## src/include/dl_defs.svh

```systemverilog
// Constants for the download stream block.
// Include wherever a FIFO depth, a loader file index, the default palette
// or one of the known colour bootrom checksums is needed.

`ifndef DL_DEFS_SVH
`define DL_DEFS_SVH

// Record FIFO entries, also the credit count after reset (power of two)
`define DL_FIFO_DEPTH 4

// Loader file indices
`define DL_FT_PALETTE  8'd3
`define DL_FT_CGB_BOOT 8'd4
`define DL_FT_DMG_BOOT 8'd5
`define DL_FT_CHEAT    8'hFF

// Four 24-bit colours in the upper 96 bits
`define DL_PALETTE_RESET 128'h828214517356305A5F1A3B4900000000

// Byte sums of the known colour bootroms
`define DL_CGB_MISTER_SUM   18'h2CE10
`define DL_CGB_ORIGINAL_SUM 18'h2F3EA

`endif

```

## src/design/dl_pkg.sv

```systemverilog
// Types shared by the download stream modules and the testbench checker.
// Import by wildcard inside a module body; use scoped names in port lists.

package dl_pkg;

	// Kinds of record passed from the classifier to the sink
	typedef enum logic [2:0] {
		kind_palette   = 3'd0,
		kind_cheat     = 3'd1,
		kind_cgb_start = 3'd2,
		kind_cgb_word  = 3'd3,
		kind_dmg_start = 3'd4
	} dl_kind_t;

	// One 16-bit loader word
	typedef logic [15:0] dl_word_t;

	// Low address bits, selects a cheat field
	typedef logic [3:0] dl_field_t;

	// Colour bootrom byte sum
	typedef logic [17:0] dl_sum_t;

	// Cheat code as seen by the core:
	// bit 128 load strobe, 127:96 flags, 95:64 address,
	// 63:32 compare, 31:0 replace
	typedef logic [128:0] dl_code_t;

	// Four packed palette colours
	typedef logic [127:0] dl_palette_t;

endpackage

```

## src/design/dl_classify.sv

```systemverilog
// Front end of the download stream.
// Accepts loader words, turns them into records for the FIFO and keeps one
// credit per free FIFO entry. Raises ioctl_wait when the credits run out or
// a bootrom start record still has to be sent.

`timescale 1ns/10ps
`include "dl_defs.svh"

module dl_classify (
	input  logic              clk_sys,
	input  logic              reset,
	input  logic              ioctl_download,
	input  logic [7:0]        ioctl_index,
	input  logic              ioctl_wr,
	input  dl_pkg::dl_field_t ioctl_addr,
	input  dl_pkg::dl_word_t  ioctl_dout,
	input  logic              credit_return,
	output logic              ioctl_wait,
	output logic              rec_push,
	output dl_pkg::dl_kind_t  rec_kind,
	output dl_pkg::dl_field_t rec_field,
	output dl_pkg::dl_word_t  rec_data
);
	import dl_pkg::*;

	localparam int cnt_w = $clog2(`DL_FIFO_DEPTH + 1);

	logic             pal_dl, cheat_dl, cgb_dl, dmg_dl;
	logic [1:0]       boot_dl_r;
	logic             cgb_start_seen, dmg_start_seen, start_seen, start_now;
	logic             pending, pending_next;
	dl_kind_t         pend_kind, start_kind, word_kind;
	logic             word_acc, have_credit;
	logic             push_start, push_held, push_word, push_any, hold_word;
	logic             held, held_next;
	dl_kind_t         held_kind;
	dl_field_t        held_field;
	dl_word_t         held_data;
	logic [cnt_w-1:0] credits, credits_next;

	////////////////////////////////////////////////////////////////////////////
	// Index decode and start detection

	assign pal_dl   = ioctl_download && (ioctl_index == `DL_FT_PALETTE);
	assign cheat_dl = ioctl_download && (ioctl_index == `DL_FT_CHEAT);
	assign cgb_dl   = ioctl_download && (ioctl_index == `DL_FT_CGB_BOOT);
	assign dmg_dl   = ioctl_download && (ioctl_index == `DL_FT_DMG_BOOT);

	assign cgb_start_seen = cgb_dl & ~boot_dl_r[0];
	assign dmg_start_seen = dmg_dl & ~boot_dl_r[1];
	assign start_seen     = cgb_start_seen | dmg_start_seen;
	assign start_now      = pending | start_seen;
	assign start_kind     = pending ? pend_kind :
	                        (cgb_start_seen ? kind_cgb_start : kind_dmg_start);

	// Mono bootrom words carry nothing for the sink, only their start does
	assign word_acc  = ioctl_download & ioctl_wr & ~ioctl_wait &
	                   (pal_dl | cheat_dl | cgb_dl);
	assign word_kind = pal_dl ? kind_palette : (cheat_dl ? kind_cheat : kind_cgb_word);

	////////////////////////////////////////////////////////////////////////////
	// Push selection, start record first

	assign have_credit = (credits != '0);
	assign push_start  = start_now & have_credit;
	assign push_held   = ~start_now & held & have_credit;
	assign push_word   = ~start_now & ~held & word_acc & have_credit;
	assign push_any    = push_start | push_held | push_word;

	// A word arriving with a start record waits one slot
	assign hold_word    = word_acc & ~push_word;
	assign held_next    = hold_word | (held & ~push_held);
	assign pending_next = start_now & ~push_start;
	assign credits_next = credits - cnt_w'(push_any) + cnt_w'(credit_return);

	always_ff @(posedge clk_sys) begin
		if (reset) begin
			boot_dl_r  <= '0;
			pending    <= 1'b0;
			held       <= 1'b0;
			credits    <= cnt_w'(`DL_FIFO_DEPTH);
			ioctl_wait <= 1'b0;
			rec_push   <= 1'b0;
		end else begin
			boot_dl_r  <= {dmg_dl, cgb_dl};
			pending    <= pending_next;
			held       <= held_next;
			credits    <= credits_next;
			ioctl_wait <= (credits_next == '0) | pending_next | held_next;
			rec_push   <= push_any;
		end
	end

	always_ff @(posedge clk_sys) begin
		if (start_seen && !pending)
			pend_kind <= start_kind;
		if (hold_word) begin
			held_kind  <= word_kind;
			held_field <= ioctl_addr;
			held_data  <= ioctl_dout;
		end
		if (push_start) begin
			rec_kind  <= start_kind;
			rec_field <= '0;
			rec_data  <= '0;
		end else if (push_held) begin
			rec_kind  <= held_kind;
			rec_field <= held_field;
			rec_data  <= held_data;
		end else begin
			rec_kind  <= word_kind;
			rec_field <= ioctl_addr;
			rec_data  <= ioctl_dout;
		end
	end

	// Returned credits must never outnumber the FIFO entries
	a_credit_max: assert property (@(posedge clk_sys) disable iff (reset)
		credits <= cnt_w'(`DL_FIFO_DEPTH))
		else $error("credit count above FIFO depth");

endmodule

```

## src/design/dl_credit_fifo.sv

```systemverilog
// Record FIFO between the classifier and the sink.
// Writes on rec_push, presents the oldest record at the head and hands one
// credit back to the classifier for every record the sink pops.

`timescale 1ns/10ps
`include "dl_defs.svh"

module dl_credit_fifo (
	input  logic              clk_sys,
	input  logic              reset,
	input  logic              rec_push,
	input  dl_pkg::dl_kind_t  rec_kind,
	input  dl_pkg::dl_field_t rec_field,
	input  dl_pkg::dl_word_t  rec_data,
	input  logic              rec_pop,
	output logic              rec_avail,
	output dl_pkg::dl_kind_t  head_kind,
	output dl_pkg::dl_field_t head_field,
	output dl_pkg::dl_word_t  head_data,
	output logic              credit_return
);
	import dl_pkg::*;

	localparam int ptr_w = $clog2(`DL_FIFO_DEPTH);

	dl_kind_t   kind_mem  [`DL_FIFO_DEPTH];
	dl_field_t  field_mem [`DL_FIFO_DEPTH];
	dl_word_t   data_mem  [`DL_FIFO_DEPTH];
	// Extra top bit tells full from empty
	logic [ptr_w:0] wr_ptr, rd_ptr;
	logic           full;

	assign rec_avail = (wr_ptr != rd_ptr);
	assign full      = (wr_ptr[ptr_w] != rd_ptr[ptr_w]) &&
	                   (wr_ptr[ptr_w-1:0] == rd_ptr[ptr_w-1:0]);

	// Head is read straight from the store
	assign head_kind  = kind_mem[rd_ptr[ptr_w-1:0]];
	assign head_field = field_mem[rd_ptr[ptr_w-1:0]];
	assign head_data  = data_mem[rd_ptr[ptr_w-1:0]];

	always_ff @(posedge clk_sys) begin
		if (rec_push) begin
			kind_mem[wr_ptr[ptr_w-1:0]]  <= rec_kind;
			field_mem[wr_ptr[ptr_w-1:0]] <= rec_field;
			data_mem[wr_ptr[ptr_w-1:0]]  <= rec_data;
		end
	end

	always_ff @(posedge clk_sys) begin
		if (reset) begin
			wr_ptr        <= '0;
			rd_ptr        <= '0;
			credit_return <= 1'b0;
		end else begin
			if (rec_push)
				wr_ptr <= wr_ptr + 1'b1;
			if (rec_pop)
				rd_ptr <= rd_ptr + 1'b1;
			credit_return <= rec_pop;
		end
	end

	// The credit count upstream keeps these from ever firing
	a_no_push_full: assert property (@(posedge clk_sys) disable iff (reset)
		rec_push |-> !full)
		else $error("record pushed into a full FIFO");

	a_no_pop_empty: assert property (@(posedge clk_sys) disable iff (reset)
		rec_pop |-> rec_avail)
		else $error("record popped from an empty FIFO");

endmodule

```

## src/design/dl_sink.sv

```systemverilog
// Back end of the download stream.
// Applies records from the FIFO head: shifts the colour palette, assembles
// cheat codes, sums the colour bootrom bytes and keeps the custom bootrom
// flags. The checksum adder takes one byte per cycle, so a colour bootrom
// word stays at the head for two cycles.

`timescale 1ns/10ps
`include "dl_defs.svh"

module dl_sink (
	input  logic                clk_sys,
	input  logic                reset,
	input  logic                is_gbc,
	input  logic                rec_avail,
	input  dl_pkg::dl_kind_t    head_kind,
	input  dl_pkg::dl_field_t   head_field,
	input  dl_pkg::dl_word_t    head_data,
	output logic                rec_pop,
	output dl_pkg::dl_palette_t palette,
	output dl_pkg::dl_code_t    gg_code,
	output logic                gg_code_valid,
	output dl_pkg::dl_sum_t     checksum,
	output logic                using_real_cgb_boot,
	output logic                boot_gba_available,
	output logic                fastboot_available
);
	import dl_pkg::*;

	logic         byte_phase;
	logic         cgb_high;
	logic         custom_cgb, custom_dmg;
	logic [127:0] code_q;
	logic         sum_mister;

	// High byte of a colour bootrom word goes in first, the pop waits a cycle
	assign cgb_high = rec_avail && (head_kind == kind_cgb_word) && !byte_phase;
	assign rec_pop  = rec_avail && ((head_kind != kind_cgb_word) || byte_phase);

	////////////////////////////////////////////////////////////////////////////
	// Palette and checksum, control state

	always_ff @(posedge clk_sys) begin
		if (reset) begin
			palette       <= `DL_PALETTE_RESET;
			checksum      <= '0;
			custom_cgb    <= 1'b0;
			custom_dmg    <= 1'b0;
			byte_phase    <= 1'b0;
			gg_code_valid <= 1'b0;
		end else begin
			gg_code_valid <= 1'b0;
			if (cgb_high) begin
				checksum   <= checksum + dl_sum_t'(head_data[15:8]);
				byte_phase <= 1'b1;
			end
			if (rec_pop) begin
				case (head_kind)
					kind_palette:
						palette <= {palette[111:0], head_data[7:0], head_data[15:8]};
					kind_cheat:
						gg_code_valid <= (head_field == 4'd14);
					kind_cgb_start: begin
						checksum   <= '0;
						custom_cgb <= 1'b1;
					end
					kind_dmg_start:
						custom_dmg <= 1'b1;
					kind_cgb_word: begin
						checksum   <= checksum + dl_sum_t'(head_data[7:0]);
						byte_phase <= 1'b0;
					end
					default: ;
				endcase
			end
		end
	end

	////////////////////////////////////////////////////////////////////////////
	// Cheat code fields, big endian words from the loader

	always_ff @(posedge clk_sys) begin
		if (rec_pop && head_kind == kind_cheat) begin
			case (head_field)
				4'd0:  code_q[111:96]  <= head_data;
				4'd2:  code_q[127:112] <= head_data;
				4'd4:  code_q[79:64]   <= head_data;
				4'd6:  code_q[95:80]   <= head_data;
				4'd8:  code_q[47:32]   <= head_data;
				4'd10: code_q[63:48]   <= head_data;
				4'd12: code_q[15:0]    <= head_data;
				4'd14: code_q[31:16]   <= head_data;
				default: ;
			endcase
		end
	end

	// Top bit is the load strobe for the core
	assign gg_code = {gg_code_valid, code_q};

	////////////////////////////////////////////////////////////////////////////
	// Bootrom features

	assign sum_mister          = (checksum == `DL_CGB_MISTER_SUM);
	assign using_real_cgb_boot = (checksum == `DL_CGB_ORIGINAL_SUM);
	assign boot_gba_available  = !custom_cgb || using_real_cgb_boot || sum_mister;
	// Only MiSTer built bootroms know the fast boot path
	assign fastboot_available  = !((is_gbc && custom_cgb && !sum_mister) ||
	                               (!is_gbc && custom_dmg));

	// The low byte still needs the same colour bootrom word at the head
	a_phase_head: assert property (@(posedge clk_sys) disable iff (reset)
		byte_phase |-> rec_avail && (head_kind == kind_cgb_word))
		else $error("byte phase set without a colour bootrom word at the head");

endmodule

```

## src/design/dl_top.sv

```systemverilog
// Download stream top level.
// Loader words enter the classifier, pass through the credit FIFO and are
// applied by the sink, which drives the palette, cheat and bootrom outputs.

`timescale 1ns/10ps

module dl_top (
	input  logic                clk_sys,
	input  logic                reset,
	input  logic                is_gbc,
	input  logic                ioctl_download,
	input  logic [7:0]          ioctl_index,
	input  logic                ioctl_wr,
	input  dl_pkg::dl_field_t   ioctl_addr,
	input  dl_pkg::dl_word_t    ioctl_dout,
	output logic                ioctl_wait,
	output dl_pkg::dl_palette_t palette,
	output dl_pkg::dl_code_t    gg_code,
	output logic                gg_code_valid,
	output dl_pkg::dl_sum_t     checksum,
	output logic                using_real_cgb_boot,
	output logic                boot_gba_available,
	output logic                fastboot_available
);
	import dl_pkg::*;

	// Producer to FIFO
	logic      rec_push, credit_return;
	dl_kind_t  rec_kind;
	dl_field_t rec_field;
	dl_word_t  rec_data;

	// FIFO to sink
	logic      rec_avail, rec_pop;
	dl_kind_t  head_kind;
	dl_field_t head_field;
	dl_word_t  head_data;

	dl_classify u_classify (
		.clk_sys        (clk_sys),
		.reset          (reset),
		.ioctl_download (ioctl_download),
		.ioctl_index    (ioctl_index),
		.ioctl_wr       (ioctl_wr),
		.ioctl_addr     (ioctl_addr),
		.ioctl_dout     (ioctl_dout),
		.credit_return  (credit_return),
		.ioctl_wait     (ioctl_wait),
		.rec_push       (rec_push),
		.rec_kind       (rec_kind),
		.rec_field      (rec_field),
		.rec_data       (rec_data)
	);

	dl_credit_fifo u_fifo (
		.clk_sys       (clk_sys),
		.reset         (reset),
		.rec_push      (rec_push),
		.rec_kind      (rec_kind),
		.rec_field     (rec_field),
		.rec_data      (rec_data),
		.rec_pop       (rec_pop),
		.rec_avail     (rec_avail),
		.head_kind     (head_kind),
		.head_field    (head_field),
		.head_data     (head_data),
		.credit_return (credit_return)
	);

	dl_sink u_sink (
		.clk_sys             (clk_sys),
		.reset               (reset),
		.is_gbc              (is_gbc),
		.rec_avail           (rec_avail),
		.head_kind           (head_kind),
		.head_field          (head_field),
		.head_data           (head_data),
		.rec_pop             (rec_pop),
		.palette             (palette),
		.gg_code             (gg_code),
		.gg_code_valid       (gg_code_valid),
		.checksum            (checksum),
		.using_real_cgb_boot (using_real_cgb_boot),
		.boot_gba_available  (boot_gba_available),
		.fastboot_available  (fastboot_available)
	);

endmodule

```

## config.mk

```make
export PLATFORM = sky130hd
export DESIGN_NAME = dl_top
export DESIGN_NICKNAME = d
export VERILOG_FILES = /design/src/design/dl_pkg.sv /design/src/design/dl_classify.sv /design/src/design/dl_credit_fifo.sv /design/src/design/dl_sink.sv /design/src/design/dl_top.sv
export VERILOG_INCLUDE_DIRS = /design/src /design/src/include
export SDC_FILE = /design/constraint.sdc
export NUM_CORES = 1
export LEC_CHECK = 0
export ABC_AREA = 1
export BUFFER_PORTS_ARGS = -buffer_cell sky130_fd_sc_hd__buf_2
export CAP_MARGIN = 20
export CORE_MARGIN = 2
export CORE_UTILIZATION = 52
export CTS_BUF_LIST = sky130_fd_sc_hd__clkbuf_8
export CTS_CLUSTER_SIZE = 16
export DETAILED_ROUTE_END_ITERATION = 12
export HOLD_SLACK_MARGIN = 0.1
export PLACE_DENSITY = 0.87
export SKIP_CTS_REPAIR_TIMING = 1
export SLEW_MARGIN = 10
export SYNTH_ARGS = -nofsm -noshare
export SYNTH_HDL_FRONTEND = slang
export SYNTH_SLANG_ARGS = --single-unit
export TNS_END_PERCENT = 10
```

## constraint.sdc

```tcl
create_clock -name clk_sys -period 3.2 [get_ports clk_sys]
set_input_delay 0.16 -clock clk_sys [delete_from_list [all_inputs] [get_ports clk_sys]]
set_output_delay 0.16 -clock clk_sys [all_outputs]
set_load 0.01 [all_outputs]
```

### Word-level counts from Yosys, hierarchy flattened

Memory sizes are Yosys's and may differ from the RTL's. A register that Yosys moved wholly into a read port is not among the register bits.
Index checks and enable logic that the tools add are counted.

* flip-flop bits (word level): 343
* input port bits: 33
* bits in writable memories: 92
* memories kept: 3
* logic and storage cells: 151
* output and inout port bits: 280

* equality and inequality tests: 19
* add/subtract/negate cells: 6
* multiplexer cells: 22
* bitwise operators: 33
* reduce and logical (&&, ||, !) cells: 38

Memories
* u_fifo.data_mem: depth 4, bits a word 16, rd ports 1, clocked after memory_dff 1, write ports 1, line dl_credit_fifo.sv:28 `` dl_word_t data_mem [`DL_FIFO_DEPTH]; ``
* u_fifo.field_mem: depth 4, bits a word 4, rd ports 1, clocked after memory_dff 1, write ports 1, line dl_credit_fifo.sv:27 `` dl_field_t field_mem [`DL_FIFO_DEPTH]; ``
* u_fifo.kind_mem: depth 4, bits a word 3, rd ports 1, clocked after memory_dff 1, write ports 1, line dl_credit_fifo.sv:26 `` dl_kind_t kind_mem [`DL_FIFO_DEPTH]; ``

Operator list (count)
* 18-bit by 8-bit adder with 18-bit output: 2
* 18-bit == test (second input constant): 2
* 18-bit two-way mux: 2
* 18-bit one-hot mux with 2 select lines: 1
* 2-bit AND reduction: 11
* 4-bit == test (second input constant): 4
* 8-bit by 3-bit == test with 1-bit output (second input constant): 2
* 16-bit two-way mux: 1
* 3-bit two-way mux: 5
* 1-bit AND: 14
* 2-bit two-way mux: 7
* 1-bit logical AND: 12
* 1-bit inverter: 10
* 1-bit bitwise OR: 9
* 4-bit by 3-bit == test with 1-bit output (second input constant): 2
* 8-bit by 2-bit == test with 1-bit output (second input constant): 1
* 8-bit == test (second input constant): 1
* 3-bit by 1-bit adder with 3-bit output (second input constant): 2
* 3-bit by 2-bit == test with 1-bit output (second input constant): 2
* 1-bit zero test: 6
* 3-bit zero test: 2
* 1-bit two-way mux: 5
* 4-bit by 2-bit == test with 1-bit output (second input constant): 1
* 4-bit zero test: 1
* 10 further kinds: 13

### Logic depth before layout (Yosys ltp)

* depth after elaboration: 15
* depth in mapped cells: 19
* gate-level depth less buffers: 19

### By module

A second synthesis with hierarchy kept.

* cell total of the unflattened synthesis: 1701
* area total of the unflattened synthesis: 17120.2 sq um

Modules (own cells, without submodules)
* dl_sink: times used 1, seq. area each 6846.6 sq um, area each 10535.1 sq um, cells each 1057
* dl_credit_fifo: times used 1, seq. area each 2942.8 sq um, area each 4352.9 sq um, cells each 419
* dl_classify: times used 1, seq. area each 1391.3 sq um, area each 2232.1 sq um, cells each 225

### Worst setup path after synthesis

OpenSTA, ideal clock, no wires.

* path type: reg2reg
* start point: register (tool-made name)
* end point: register u_sink.checksum[14]
* clock period less this slack: 3063 ps
* stages on the path, launching flop included: 17
* setup time: 132 ps
* data arrival time: 2931 ps
* data required time: 3068 ps
* buffers on the path: 3
* setup slack: 137 ps
* path through: dfxtp_1 -> buf_4 -> clkbuf_1 -> clkbuf_1 -> nor2_1 -> o22ai_1 -> ha_1 -> inv_1 -> fa_1 -> inv_1 -> nand3_1 -> nand2_1 -> nand2_1 -> a21oi_1 -> nand4_1 -> nand3_1 -> a21oi_1

RTL lines
* end signal: assignment: line dl_sink.sv:53 `checksum <= checksum + dl_sum_t'(head_data[15:8]);`
* end signal: assignment: line dl_sink.sv:69 `checksum <= checksum + dl_sum_t'(head_data[7:0]);`
* end: declaration: line dl_sink.sv:22 `output dl_pkg::dl_sum_t checksum,`

### Worst setup path in the final report

* start point: input port ioctl_index[0]
* end point: register u_classify.ioctl_wait

* longest elaborated chain between the ends: 15
* elaborated cells on any way between the ends: 36
* those cells by class: add/sub (2); eq/ne (4); bitwise (25); reduce/logical (5)

RTL lines
* start: declaration: line dl_top.sv:12 `input logic [7:0] ioctl_index,`
* 8-bit by 3-bit == test with 1-bit output (no line)
* 1-bit logical AND, on equally long branches: line dl_classify.sv:46, dl_classify.sv:47
* 1-bit AND, on equally long branches: line dl_classify.sv:49, dl_classify.sv:50
* 1-bit bitwise OR: line dl_classify.sv:51 `assign start_seen = cgb_start_seen | dmg_start_seen;`
* 1-bit bitwise OR: line dl_classify.sv:52 `assign start_now = pending | start_seen;`
* 1-bit inverter: line dl_classify.sv:66, dl_classify.sv:67
* 1-bit AND, on equally long branches (2 in a row): line dl_classify.sv:66, dl_classify.sv:67
* 1-bit bitwise OR or 1-bit AND (tied branches): line dl_classify.sv:68, dl_classify.sv:67
* 1-bit bitwise OR (*): line dl_classify.sv:68 `assign push_any = push_start | push_held | push_word;`
* via u_classify.push_any: line dl_classify.sv:34 `logic push_start, push_held, push_word, push_any, hold_word;`
* 3-bit by 1-bit subtractor with 3-bit output (*): line dl_classify.sv:74 `assign credits_next = credits - cnt_w'(push_any) + cnt_w'(credit_return);`
* 3-bit by 1-bit adder with 3-bit output (*): line dl_classify.sv:74
* via u_classify.credits_next[1]: line dl_classify.sv:39 `logic [cnt_w-1:0] credits, credits_next;`
* 3-bit zero test (*): line dl_classify.sv:89 `ioctl_wait <= (credits_next == '0) | pending_next | held_next;`
* 1-bit bitwise OR (*) (2 in a row): line dl_classify.sv:89
* end signal: assignment: line dl_classify.sv:89
* end: declaration: line dl_classify.sv:18 `output logic ioctl_wait,`

The timed path passes the listed nets; every way through them passes the cells marked *.
A chain may end at the register's enable or synchronous reset.

==> run metrics <==
Final ANT Viol Nets 0; htree depth 3; WP data required 3.74 ns; peak supply drop 0.000453 V; library cells used by synthesis 38; Leakage 8.46 nW; final setup fails 0; relative slew slack 0.307; Num CTS Buffers 70; share of layout cells above drive strength 1 0.241; Setup CP Type input port to flip-flop; Clk Latency, worst-skew pair 0.60 ns; Placed Cells 2249; Nets 2010; CORE AREA 31400 µm²; initial antenna violation count 0; GRT Overall Usage 0.262; number of synthesized register bits 436; Synth Cell Area 16500 µm²; CTS sink count 436; Hold Crit Class input port to flip-flop; largest net degree at the start of global routing 113; Worst EP arrival 3.59 ns; vias in the first global route 12300; Area Overhead vs Synth 23.7%; fmax 328 MHz; worst hold stages 5; grt total ovfl 0; die width 182 µm; max capacitance violation total 0; Ports 313; flop2flop setup slack 0.20 ns; Hold Crit Start ioctl_index[5]; CP Launch Type input port; drt pass-1 iters 5; die area 33100 µm²; PwrDens 819 nW/µm²; WHS Endpoint u_classify.held_kind[1]; Vias/cell 5.45; ranking of synthesized cells by area edfxtp_1 45%, dfxtp_1 23%, nand2_1 9.4%, a21oi_1 3.9%, inv_1 2.6%; sum of negative setup slack 0 ns; Ys Warns 0; crit path launch ioctl_index[0]; Final Hold Violating Endpoints 0; commonest non-fill, non-tap cells in the layout 411 x nand2_1, 311 x buf_2, 245 x edfxtp_1; Avg Inst Size Synth 10.5 µm²; Routability Congestion 0.952; row count 65; Mapped Cells 1565; # diodes 0; Vias 13100; CTS tree yes; Worst-path clk slew 0.07 ns; placed instance area 18600 µm²; Starting Density 0.524; Final HPWL DP 30.0 mm; post-synth top area share 0.447; worst slew pin tran 1.04 ns; Worst R2R Path Depth 14; final instance area 20400 µm²; Root Buffer clkbuf_8; minimum clock period 3.05 ns; Chip Height 182 µm; post-route DRC violation count 0; outcome completed; Max clock buf depth 3; drt first-iter violations 1209; period utilization 0.954; reg-to-reg endpoint u_sink.checksum[10]; commonest non-fill, non-tap cell in the layout nand2_1; IO Port Bufs 312; max-slew violations 0; Non-Filler Instances 2406; area leader, netlist edfxtp_1; syn_nets 1624; clk_skew 0.0283 ns; first-pass GRT wire length 67.1 mm; Routed wire per std cell 18.9 µm; Seq/Total Area, Yosys 0.679; DRT Wirelength 45.5 mm; Max FO, Critical Path 4; Setup crit end kind flip-flop
## how the worst max path moves through the flow
stage / end / slack (ns) / cells after the start
after floorplan: u_sink.checksum[14] / 0.14 / 16
after global placement: u_sink.checksum[10] / 0.40 / 15
after detailed placement: u_sink.checksum[14] / 0.28 / 15
after CTS: u_sink.checksum[10] / 0.22 / 15
after global routing: u_classify.ioctl_wait / -0.04 / 18
final: u_classify.ioctl_wait / 0.15 / 18
## area by class of cell
cell class | instances | area (µm²)
sequential | 436 | 11200
fill | 2313 | 11000
multi-input combinational | 938 | 4520
timing repair buffer | 384 | 2250
clock buffer | 83 | 1140
tap | 402 | 503
inverter | 121 | 459
clock inverter | 42 | 298
## state kept, by name, indices dropped and copies added, names as in the netlist, 2 cells and up, named ones only
signal	count
u_classify.boot_dl_r	2
u_classify.credits	3
u_classify.held_data	16
u_classify.held_field	4
u_classify.held_kind	2
u_classify.pend_kind	3
u_classify.rec_data	16
u_classify.rec_field	4
u_classify.rec_kind	3
u_fifo.data_mem	64
u_fifo.field_mem	16
u_fifo.kind_mem	12
u_fifo.rd_ptr	3
u_fifo.wr_ptr	3
u_sink.checksum	18
u_sink.code_q	128
u_sink.palette	128
## through the flow
stage,total power [W],hold slack [ns],worst slack (ns),utilization
floorplan,0.00989,0.259,0.137,-
global placement,0.0116,0.354,0.399,0.592
detailed placement,0.0118,0.356,0.284,0.592
CTS,0.0167,-0.279,0.218,0.638
global route,0.0174,0.129,-0.0436,0.649
finish,0.0167,0.0843,0.147,0.649
## report_power, final
| part | internal [W] | leakage [nW] | total [W] | switching (W) |
|---|---|---|---|---|
| Sequential | 0.00675 | 3.79 | 0.00714 | 0.000391 |
| Combinational | 0.00145 | 3.86 | 0.00470 | 0.00325 |
| Clock | 0.00269 | 0.808 | 0.00485 | 0.00215 |
| Total | 0.0109 | 8.46 | 0.0167 | 0.00579 |
## layer usage
| metal | wire (µm) | vias to the layer above | GRT usage | part of all wire |
|---|---|---|---|---|
| met1 | 16900 | 6199 | 0.309 | 0.37 |
| met5 | 0 | - | 0 | 0 |
| met2 | 22500 | 661 | 0.443 | 0.50 |
| li1 | - | 6092 | - | - |
| met3 | 3690 | 150 | 0.0592 | 0.081 |
| met4 | 2320 | 0 | 0.148 | 0.051 |
## cells in the mapped netlist (all sizes together)
cell type  count
o41ai          1
or2            6
a32o           1
nand2        415
nor2         111
a32oi          3
ha            23
nand4         18
dfxtp        191
nor3          10
buf           32
clkbuf        38
inv          121
o21a           1
xnor2          6
fa             3
o22ai         16
a21oi        129
xor2           4
o21bai         1
nand3b         2
o21ai         66
nand3         85
a21boi         1
a21o           1
o211ai        28
nor4           7
edfxtp       245
## critical path, stage by stage
cell	delay (ns)
dlygate4sd3_1	0.54
buf_2	0.15
nand2_1	0.10
nor3_1	0.19
dlygate4sd3_1	0.62
nand2_1	0.10
nand3_1	0.11
nand3_1	0.10
nand3_1	0.08
nand2_1	0.07
inv_1	0.07
ha_1	0.21
inv_1	0.06
ha_1	0.15
fa_1	0.46
nor4_1	0.26
nor2_1	0.08
nand2_1	0.07
## kinds of logic after synthesis
group,after synthesis,share of synthesized area
AND/OR/NAND/NOR,654,0.164
adder cells (fa/ha/maj),26,0.0211
flip-flops,436,0.679
AO/OA/AOI/OAI,248,0.0827
buffers and inverters,191,0.0474
XOR/XNOR,10,0.00532
No activity file was read; power rests on OpenSTA's default activity.
